**config.mk**
```make
export PLATFORM = sky130hd
export DESIGN_NAME = ocs_controller
export DESIGN_NICKNAME = d
export VERILOG_FILES = /design/src/ocs_pkg.sv /design/src/ocs_controller.sv /design/src/ocs_sync_tx.sv /design/src/slot_event_fifo.sv /design/src/ocs_slot_ctrl.sv
export SDC_FILE = /design/constraint.sdc
export NUM_CORES = 1
export LEC_CHECK = 0
export BUFFER_PORTS_ARGS = -buffer_cell sky130_fd_sc_hd__buf_2
export CORE_AREA = 2 2 239 241
export CTS_BUF_LIST = sky130_fd_sc_hd__clkbuf_8
export CTS_CLUSTER_SIZE = 24
export DETAILED_ROUTE_END_ITERATION = 7
export DIE_AREA = 0 0 241 243
export PLACE_DENSITY = 0.51
export SETUP_SLACK_MARGIN = 0.1
export SKIP_LAST_GASP = 1
export SYNTH_ARGS = -nofsm -noshare
export SYNTH_HDL_FRONTEND = slang
export SYNTH_SLANG_ARGS = --single-unit
```
**constraint.sdc**
```tcl
create_clock -name i_clk -period 2.8 [get_ports i_clk]
set_clock_uncertainty 0.1 [all_clocks]
set_input_delay 0.56 -clock i_clk [delete_from_list [all_inputs] [get_ports i_clk]]
set_output_delay 0.56 -clock i_clk [all_outputs]
set_load 0.02 [all_outputs]
```
**src/ocs_pkg.sv**
```systemverilog
package ocs_pkg;

    ////////////////////////////////////////
    // Channel and stream geometry
    ////////////////////////////////////////

    localparam int CHANNEL_NUM = 8;

    localparam int DATA_W      = 64;
    localparam int KEEP_W      = DATA_W / 8;

    // 8 beats of 8 bytes, one minimum-size frame
    localparam int FRAME_BEATS = 8;

    ////////////////////////////////////////
    // Synchronization frame fields
    ////////////////////////////////////////

    localparam logic [15:0] SLOT_ID_TYPE = 16'hff03;

    localparam logic [47:0] CTRL_MAC     = 48'h8D_BC_5C_4A_1A_1F;

    // Byte 1 carries the ToR index
    localparam logic [47:0] TOR_MAC_BASE = 48'h8D_BC_5C_4A_00_00;

    ////////////////////////////////////////
    // Shared structs
    ////////////////////////////////////////

    // One beat on the transmit stream
    typedef struct packed {
        logic [DATA_W-1:0] tdata;
        logic [KEEP_W-1:0] tkeep;
        logic              tlast;
    } axis_beat_t;

    // Slot start as seen by a channel
    typedef struct packed {
        logic slot_id;
    } slot_event_t;

endpackage
```
**src/ocs_controller.sv**
```systemverilog
`timescale 1ns/100ps

module ocs_controller #(
    parameter int unsigned P_SLOT_LEN     = 23760,
    parameter int unsigned P_CONFIG_DELAY = 2400,
    parameter int unsigned P_FIFO_DEPTH   = 4
)(
    input  logic                            i_clk,
    input  logic                            i_rst,
    input  logic [ocs_pkg::CHANNEL_NUM-1:0] i_chnl_ready,
    input  logic [ocs_pkg::CHANNEL_NUM-1:0] i_tx_ready,
    output ocs_pkg::axis_beat_t             o_tx [ocs_pkg::CHANNEL_NUM],
    output logic [ocs_pkg::CHANNEL_NUM-1:0] o_tx_valid,
    output logic                            o_slot_id,
    output logic                            o_slot_start
);

import ocs_pkg::*;

slot_event_t                w_slot_event;
slot_event_t                w_head [CHANNEL_NUM];
logic [CHANNEL_NUM-1:0]     w_head_valid;
logic [CHANNEL_NUM-1:0]     w_head_pop;

assign w_slot_event = '{slot_id: o_slot_id};

ocs_slot_ctrl #(
    .P_SLOT_LEN     (P_SLOT_LEN     ),
    .P_CONFIG_DELAY (P_CONFIG_DELAY )
) ocs_slot_ctrl_u0 (
    .i_clk          (i_clk          ),
    .i_rst          (i_rst          ),
    .i_chnl_ready   (i_chnl_ready   ),
    .o_slot_start   (o_slot_start   ),
    .o_slot_id      (o_slot_id      )
);

////////////////////////////////////////
// Per-ToR channels
////////////////////////////////////////

for (genvar ch = 0; ch < CHANNEL_NUM; ch++) begin : g_chnl
    // Slot strobe is shared, each channel queues it against its own ready
    slot_event_fifo #(
        .P_DEPTH        (P_FIFO_DEPTH       )
    ) slot_event_fifo_u (
        .i_clk          (i_clk              ),
        .i_rst          (i_rst              ),
        .i_push         (o_slot_start       ),
        .i_event        (w_slot_event       ),
        .i_pop          (w_head_pop[ch]     ),
        .o_event        (w_head[ch]         ),
        .o_valid        (w_head_valid[ch]   )
    );

    ocs_sync_tx #(
        .P_CHANNEL      (ch                 )
    ) ocs_sync_tx_u (
        .i_clk          (i_clk              ),
        .i_rst          (i_rst              ),
        .i_event        (w_head[ch]         ),
        .i_event_valid  (w_head_valid[ch]   ),
        .o_event_pop    (w_head_pop[ch]     ),
        .o_tx           (o_tx[ch]           ),
        .o_tx_valid     (o_tx_valid[ch]     ),
        .i_tx_ready     (i_tx_ready[ch]     )
    );
end

endmodule

```
**src/ocs_sync_tx.sv**
```systemverilog
`timescale 1ns/100ps

module ocs_sync_tx #(
    parameter int unsigned P_CHANNEL = 0
)(
    input  logic                 i_clk,
    input  logic                 i_rst,
    input  ocs_pkg::slot_event_t i_event,
    input  logic                 i_event_valid,
    output logic                 o_event_pop,
    output ocs_pkg::axis_beat_t  o_tx,
    output logic                 o_tx_valid,
    input  logic                 i_tx_ready
);

import ocs_pkg::*;

localparam int BEAT_W = $clog2(FRAME_BEATS);

localparam logic [BEAT_W-1:0] LAST_BEAT = BEAT_W'(FRAME_BEATS - 1);

// ToR MAC with the channel index in byte 1
localparam logic [47:0] DEST_MAC = {TOR_MAC_BASE[47:16],
                                    8'(P_CHANNEL),
                                    TOR_MAC_BASE[7:0]};

logic               r_busy;
logic [BEAT_W-1:0]  r_beat;
logic               r_slot_id;
logic               w_xfer;

// Only take a new event between frames
assign o_event_pop = !r_busy && i_event_valid;
assign o_tx_valid  = r_busy;
assign w_xfer      = r_busy && i_tx_ready;

////////////////////////////////////////
// Frame sequencing
////////////////////////////////////////

always_ff @(posedge i_clk) begin
    if (i_rst) begin
        r_busy <= 1'b0;
        r_beat <= '0;
    end else if (o_event_pop) begin
        r_busy <= 1'b1;
        r_beat <= '0;
    end else if (w_xfer) begin
        if (r_beat == LAST_BEAT) begin
            r_busy <= 1'b0;
        end else begin
            r_beat <= r_beat + 1'b1;
        end
    end
end

always_ff @(posedge i_clk) begin
    if (o_event_pop) begin
        r_slot_id <= i_event.slot_id;
    end
end

// Beat contents follow the beat counter only, so they hold under stall
always_comb begin
    o_tx.tkeep = '1;
    o_tx.tlast = (r_beat == LAST_BEAT);
    case (r_beat)
        BEAT_W'(0): begin
            o_tx.tdata = {DEST_MAC, CTRL_MAC[47:32]};
        end
        BEAT_W'(1): begin
            o_tx.tdata = {CTRL_MAC[31:0], SLOT_ID_TYPE, 15'd0, r_slot_id};
        end
        default: begin
            // Padding up to 64 bytes
            o_tx.tdata = '0;
        end
    endcase
end

endmodule

```
**src/slot_event_fifo.sv**
```systemverilog
`timescale 1ns/100ps

module slot_event_fifo #(
    parameter int unsigned P_DEPTH = 4
)(
    input  logic                 i_clk,
    input  logic                 i_rst,
    input  logic                 i_push,
    input  ocs_pkg::slot_event_t i_event,
    input  logic                 i_pop,
    output ocs_pkg::slot_event_t o_event,
    output logic                 o_valid
);

import ocs_pkg::*;

localparam int PTR_W = (P_DEPTH > 1) ? $clog2(P_DEPTH) : 1;
localparam int CNT_W = $clog2(P_DEPTH + 1);

localparam logic [PTR_W-1:0] PTR_LAST = PTR_W'(P_DEPTH - 1);

slot_event_t        r_mem [P_DEPTH];
logic [PTR_W-1:0]   r_wr_ptr;
logic [PTR_W-1:0]   r_rd_ptr;
logic [CNT_W-1:0]   r_count;
logic               w_full;
logic               w_do_push;
logic               w_do_pop;

assign o_valid   = (r_count != '0);
assign o_event   = r_mem[r_rd_ptr];
assign w_full    = (r_count == CNT_W'(P_DEPTH));
assign w_do_pop  = i_pop && o_valid;
// Full FIFO drops the event unless a slot frees up this cycle
assign w_do_push = i_push && (!w_full || w_do_pop);

always_ff @(posedge i_clk) begin
    if (w_do_push) begin
        r_mem[r_wr_ptr] <= i_event;
    end
end

always_ff @(posedge i_clk) begin
    if (i_rst) begin
        r_wr_ptr <= '0;
        r_rd_ptr <= '0;
        r_count  <= '0;
    end else begin
        if (w_do_push) begin
            r_wr_ptr <= (r_wr_ptr == PTR_LAST) ? '0 : r_wr_ptr + 1'b1;
        end
        if (w_do_pop) begin
            r_rd_ptr <= (r_rd_ptr == PTR_LAST) ? '0 : r_rd_ptr + 1'b1;
        end
        case ({w_do_push, w_do_pop})
            2'b10:   r_count <= r_count + 1'b1;
            2'b01:   r_count <= r_count - 1'b1;
            default: r_count <= r_count;
        endcase
    end
end

endmodule

```
**src/ocs_slot_ctrl.sv**
```systemverilog
`timescale 1ns/100ps

module ocs_slot_ctrl #(
    parameter int unsigned P_SLOT_LEN     = 23760,
    parameter int unsigned P_CONFIG_DELAY = 2400
)(
    input  logic                            i_clk,
    input  logic                            i_rst,
    input  logic [ocs_pkg::CHANNEL_NUM-1:0] i_chnl_ready,
    output logic                            o_slot_start,
    output logic                            o_slot_id
);

localparam int unsigned CNT_MAX = (P_SLOT_LEN > P_CONFIG_DELAY) ?
                                  P_SLOT_LEN : P_CONFIG_DELAY;
localparam int CNT_W = $clog2(CNT_MAX) + 1;

localparam logic [CNT_W-1:0] SLOT_LAST = CNT_W'(P_SLOT_LEN - 1);
localparam logic [CNT_W-1:0] CFG_LAST  = CNT_W'(P_CONFIG_DELAY - 1);

typedef enum logic [1:0] {
    ST_IDLE,
    ST_SLOT,
    ST_CONFIG
} state_t;

state_t             r_state;
logic [CNT_W-1:0]   r_cnt;
logic               w_all_ready;

assign w_all_ready = &i_chnl_ready;

////////////////////////////////////////
// Slot / reconfiguration timer
////////////////////////////////////////

always_ff @(posedge i_clk) begin
    if (i_rst) begin
        r_state      <= ST_IDLE;
        r_cnt        <= '0;
        o_slot_start <= 1'b0;
        o_slot_id    <= 1'b0;
    end else if (!w_all_ready) begin
        // Any link lost, start over from idle
        r_state      <= ST_IDLE;
        r_cnt        <= '0;
        o_slot_start <= 1'b0;
    end else begin
        o_slot_start <= 1'b0;
        case (r_state)
            ST_IDLE: begin
                // First slot keeps the current id
                r_state      <= ST_SLOT;
                r_cnt        <= '0;
                o_slot_start <= 1'b1;
            end
            ST_SLOT: begin
                if (r_cnt == SLOT_LAST) begin
                    r_state <= ST_CONFIG;
                    r_cnt   <= '0;
                end else begin
                    r_cnt <= r_cnt + 1'b1;
                end
            end
            ST_CONFIG: begin
                if (r_cnt == CFG_LAST) begin
                    r_state      <= ST_SLOT;
                    r_cnt        <= '0;
                    o_slot_start <= 1'b1;
                    o_slot_id    <= ~o_slot_id;
                end else begin
                    r_cnt <= r_cnt + 1'b1;
                end
            end
            default: begin
                r_state <= ST_IDLE;
                r_cnt   <= '0;
            end
        endcase
    end
end

endmodule

```
# --- Word-level counts from Yosys, hierarchy flattened ---
# Memory sizes are Yosys's and may differ from the RTL's. A register that Yosys moved wholly into a read port is not among the register bits.
# Cells that the tools add are included.
classes:
  n_div: 0
  mux: 80
  bitwise: 10
  eq_ne: 62
  n_reduce_logical: 125
  n_shift: 0
  multipliers: 0
  add_sub_neg: 41
  magnitude_cmp: 0
ops:
  columns: ["cell", "count"]
  rows:
  - ["$pmux W64 S2", 8]
  - ["$eq A2 B2 Y1 const B", 25]
  - ["$add A3 B1 Y3 const B", 16]
  - ["$eq A3 B3 Y1 const B", 16]
  - ["$pmux W3 S2", 8]
  - ["$reduce_bool A2 Y1", 24]
  - ["$mux W1", 41]
  - ["$mux W2", 18]
  - ["$reduce_and A2 Y1", 17]
  - ["$add A2 B1 Y2 const B", 16]
  - ["$logic_and A1 B1 Y1", 32]
  - ["$mux W16", 2]
  - ["$pmux W16 S2", 1]
  - ["$eq A3 B1 Y1 const B", 8]
  - ["$logic_not A3 Y1", 8]
  - ["$reduce_bool A3 Y1", 8]
  - ["$sub A3 B1 Y3 const B", 8]
  - ["$eq A2 B1 Y1 const B", 9]
  - ["$reduce_or A2 Y1", 9]
  - ["$add A16 B1 Y16 const B", 1]
  - ["$eq A16 B12 Y1 const B", 1]
  - ["$eq A16 B15 Y1 const B", 1]
  - ["$logic_not A1 Y1", 16]
  - ["$not A1 Y1", 10]
  - ["7 further kinds", 15]
totals:
  register_bits: 108
  memories: 8
  word_cells: 370
  ram_bits: 32
  inputBits: 18
  rom_bits: 0
  latchBits: 0
memory_table:
  columns: ["name", "depth", "word_bits", "read_ports", "rd_clocked_by_memory_dff", "wr", "line_no", "rtl"]
  rows:
  - ["g_chnl[0].slot_event_fifo_u.r_mem", 4, 1, 1, 1, 1, "slot_event_fifo.sv:22", "slot_event_t r_mem [P_DEPTH];"]
  - ["g_chnl[1].slot_event_fifo_u.r_mem", 4, 1, 1, 1, 1, "slot_event_fifo.sv:22", null]
  - ["g_chnl[2].slot_event_fifo_u.r_mem", 4, 1, 1, 1, 1, "slot_event_fifo.sv:22", null]
  - ["g_chnl[3].slot_event_fifo_u.r_mem", 4, 1, 1, 1, 1, "slot_event_fifo.sv:22", null]
  - ["g_chnl[4].slot_event_fifo_u.r_mem", 4, 1, 1, 1, 1, "slot_event_fifo.sv:22", null]
  - ["g_chnl[5].slot_event_fifo_u.r_mem", 4, 1, 1, 1, 1, "slot_event_fifo.sv:22", null]
  - ["+2 memories", null, null, null, null, null, null, null]

# --- Depth between registers and ports, before layout ---
depth:
  word_depth: 7
  ltp_mapped: 10
  ltp_nobuf: 9

# --- Hierarchy ---
# From an unflattened synthesis, not the netlist that was laid out.
unflattened:
  cells_unflattened: 1322
  hier_area_um2: 12446.9
by_module_without_submodules:
  columns: ["module", "cells_each", "instances", "area_per_inst_um2"]
  rows:
  - ["ocs_sync_tx", 95, 8, 790.8]
  - ["slot_event_fifo", 56, 8, 638.1]
  - ["ocs_slot_ctrl", 114, 1, 1016.0]

# --- Worst setup path before layout ---
# No wires, ideal clock.
synth_timing:
  path_type: "register to output"
  start: "reg g_chnl[7].ocs_sync_tx_u.r_beat[0]"
  end: "out o_tx[34] (netlist bit)"
  required_ns: 2.140
  path_stages_with_launch: 6
  path_buffers: 1
  arrival_ns: 2.006
  setup_slack_ns: 0.134
  cell_sequence: "dfxtp_1 inv_1 ha_1 nor2b_1 or2_2 buf_4"
synth_lines:
  columns: ["element", "line_no", "rtl"]
  rows:
  - ["from (decl)", "ocs_sync_tx.sv:28", "logic [BEAT_W-1:0] r_beat;"]
  - ["from (signal assigned)", "ocs_sync_tx.sv:52", "r_beat <= r_beat + 1'b1;"]
  - ["to (decl)", "ocs_controller.sv:12", "output ocs_pkg::axis_beat_t o_tx [ocs_pkg::CHANNEL_NUM],"]

==> reports/metrics.csv <==
metric,value,unit
synth_compound_area_share,5.34,%
yosysUniqueCellTypes,57,
worst_setup_path_start_kind,flop,
grt_pass1_wl,32.5,mm
coreArea,56000,sq um
cts-resized-gates,7,
hold_class,input port to flop,
rows,87,
port_buffers,387,
place_congestion,0.682,
clockRootBuffer,clkbuf_8,
ys_top_cells_by_area,"buf_4 (34%), dfxtp_1 (18%), edfxtp_1 (10%)",
ys.flop_type,dfxtp_1,
synth_top_family_by_area,buffers and inverters,
period_minus_slack,2.56,ns
vias,7417,
clock_latency,0.47,ns
ys_async_sr_fraction,0,%
cts_max_level,4,
drive_gt1_share,34.3,%
crit_arrival,1.90,ns
fin_crit_sh,91.5,%
synth_edf_count,40,
yosysTopAreaCellShare,34.4,%
cp_num_buf_inv,3,
final_common_cell,buf_2,
dr.first_iter.drc_count,197,
n_antenna_cell,0,
synth-xor-area-share,1.96,%
clkTransAtPathRegs,0.08,ns
tns,0,ns
vias_per_cell,3.41,
post_cts_buffers,0,
rsz0062_at_grt,false,
syn_avg_cell_area,9.01,sq um
synth_area,12100,sq um
cpLargestDelayFamily,simple AND/OR/NAND/NOR gates,
finalSetupViolCount,0,
ys_seq_elements,148,
syn_to_final_growth,0.986,%
synthSimpleGateAreaFrac,13.3,%
path_max_fanout,19,
cp_data_required_time,2.14,ns
dr.pass1.iters,4,
drc,0,
p_leak,0.00550,uW
cap_viol_max_count,0,
startpoint,g_chnl[4].ocs_sync_tx_u.r_beat[0],
hold_viol_final,0,
cts_tree,yes,
grtUsageTotal,6.82,%
final_nets,1514,
numCtsBuffers,17,
cts.sinks,148,
outcome,completed,
synthMuxAreaShare,4.37,%
post_drt_wl_per_cell,9.86,microns
dieArea,58600,sq um
grt_pass1_vias,6432,
setup_ws,0.238,ns
cellPowerDensity,765,nW/um^2
grt_max_degree,95,
path_cells,"inv_1, ha_1, nor2b_1, buf_4, or2_2, buf_2",
holdBufCountCts,0,
io_pins,612,
start_util,21.6,%
yosysTopAreaCell,buf_4,
cp_slowest_cell,dfxtp_1,
crit_path_max_incr_delay,0.37,ns
fp.dieH,243,microns
yosysSeqAreaShare,27.9,%
worstReg2RegStart,g_chnl[6].slot_event_fifo_u.r_count[2],
clockBufferDepth,2,
final_max_slew_viol_count,0,
die_width,241,microns
worstSetupEndpointType,output port,
pre_cts_slack,0.432,ns
antenna_found_initial,1,
mostFrequentLayoutCells,"buf_2 (386), conb_1 (224), dfxtp_1 (107)",
netlist_instances,1338,
ys_warn_count,0,
grt_overflow,0,
peakVddDrop,279,uV
drt-total-wl,21.4,mm
worstSetupPathType,flop to output port,
hp-start,i_tx_ready[2],
dp_hpwl,16.0,mm
slew_headroom,58.6,%
synthAdderAreaFrac,9.73,%
fmax,390,MHz
drtAntennaViolNets,0,
tightest_slew,0.616,ns
Yosys cell counts, types with 3 or more instances:
cell       instances
nor2_1            76
dfxtp_1          108
o211ai_1           4
o21ai_0           17
nor2_2             4
mux2i_1           29
mux4_2             8
fa_1               8
buf_4            552
nor2b_1           18
ha_1              81
buf_2              3
nand4_1            8
nor3_1            60
a2111oi_2          4
nand4bb_1          4
buf_1              4
and4bb_2           5
xor2_1            18
or3_4              4
inv_1             68
a211oi_1           9
or3_1              5
nand3_1            3
a31oi_1            4
edfxtp_1          40
xnor2_1            9
nand3b_1           8
and2_1            27
or2_2              5
nand2_1           29
mux2_1             4
a41oi_2            4
a21oi_1           49
and3_1            18
clkbuf_1          14
worst paths after layout:
path                                                                to  slack [ns]  depth (start not counted)
worst max-delay path                                         o_tx[254]        0.24                          6
worst min-delay path                g_chnl[2].ocs_sync_tx_u.o_tx_valid        0.30                          4
worst max register to register  g_chnl[6].slot_event_fifo_u.r_count[2]        0.43                          7
worst min register to register               ocs_slot_ctrl_u0.r_cnt[0]        0.40                          1
sequential cells by signal, summed over array words and instances, names as in the netlist:
signal,cells
g_chnl.ocs_sync_tx_u.o_tx_valid,8
g_chnl.ocs_sync_tx_u.r_beat,24
g_chnl.ocs_sync_tx_u.r_slot_id,8
g_chnl.slot_event_fifo_u.r_count,24
g_chnl.slot_event_fifo_u.r_mem,32
g_chnl.slot_event_fifo_u.r_rd_ptr,16
g_chnl.slot_event_fifo_u.r_wr_ptr,16
ocs_slot_ctrl_u0.o_slot_id,1
ocs_slot_ctrl_u0.o_slot_start,1
ocs_slot_ctrl_u0.r_cnt,16
ocs_slot_ctrl_u0.r_state,2
tightest hold or removal path, cell delays in order:
cell and delay [ns]:
buf_2 0.10, nand2_1 0.05, a21oi_1 0.05, nor2_1 0.07
final cells by class:
cell class / count / area (sq um)
fillers: 6119 / 43800
multi-input cells: 769 / 5070
flip-flops and latches: 148 / 3360
repair buffers: 403 / 2080
well taps: 756 / 946
clock buffers: 20 / 275
inverters: 68 / 255
clock inverters: 11 / 183
metrics by stage:
stage	area [sq um]	power (uW)	util (%)	cells	hold WS, ns
2_1_floorplan	12900	7520	-	1560	0.349
4_1_cts	12200	9470	21.7	2175	0.248
3_5_place_dp	11700	7440	20.9	2144	0.381
3_3_place_gp	11700	7360	20.9	2144	0.374
5_1_grt	12200	10000	21.8	2175	0.268
6_report	12200	9320	21.8	2175	0.302
layer usage:
layer / share of wire [%] / track usage [%] / vias up
met5: 0 / 0 / -
met4: 1.6 / 2.51 / 0
met3: 5.4 / 1.83 / 24
met2: 50 / 11.6 / 231
met1: 43 / 8.19 / 3412
li1: - / - / 3750
kinds of logic (layout without fill, tap and decap cells):
family	Yosys count	count (layout)
muxes	42	42
AOI/OAI and AO/OA	97	97
buffers and inverters	643	502
other	2	224
and+or+nand+nor	290	290
xor gates and xnor gates	27	27
adders and majority gates	89	89
DFF	148	148
power breakdown:
| group | switching (uW) | internal [uW] |
|---|---|---|
| registers | 342 | 2480 |
| logic | 3070 | 1470 |
| clock network | 838 | 1120 |
| total | 4250 | 5070 |
(Power assumes the default switching activity.)
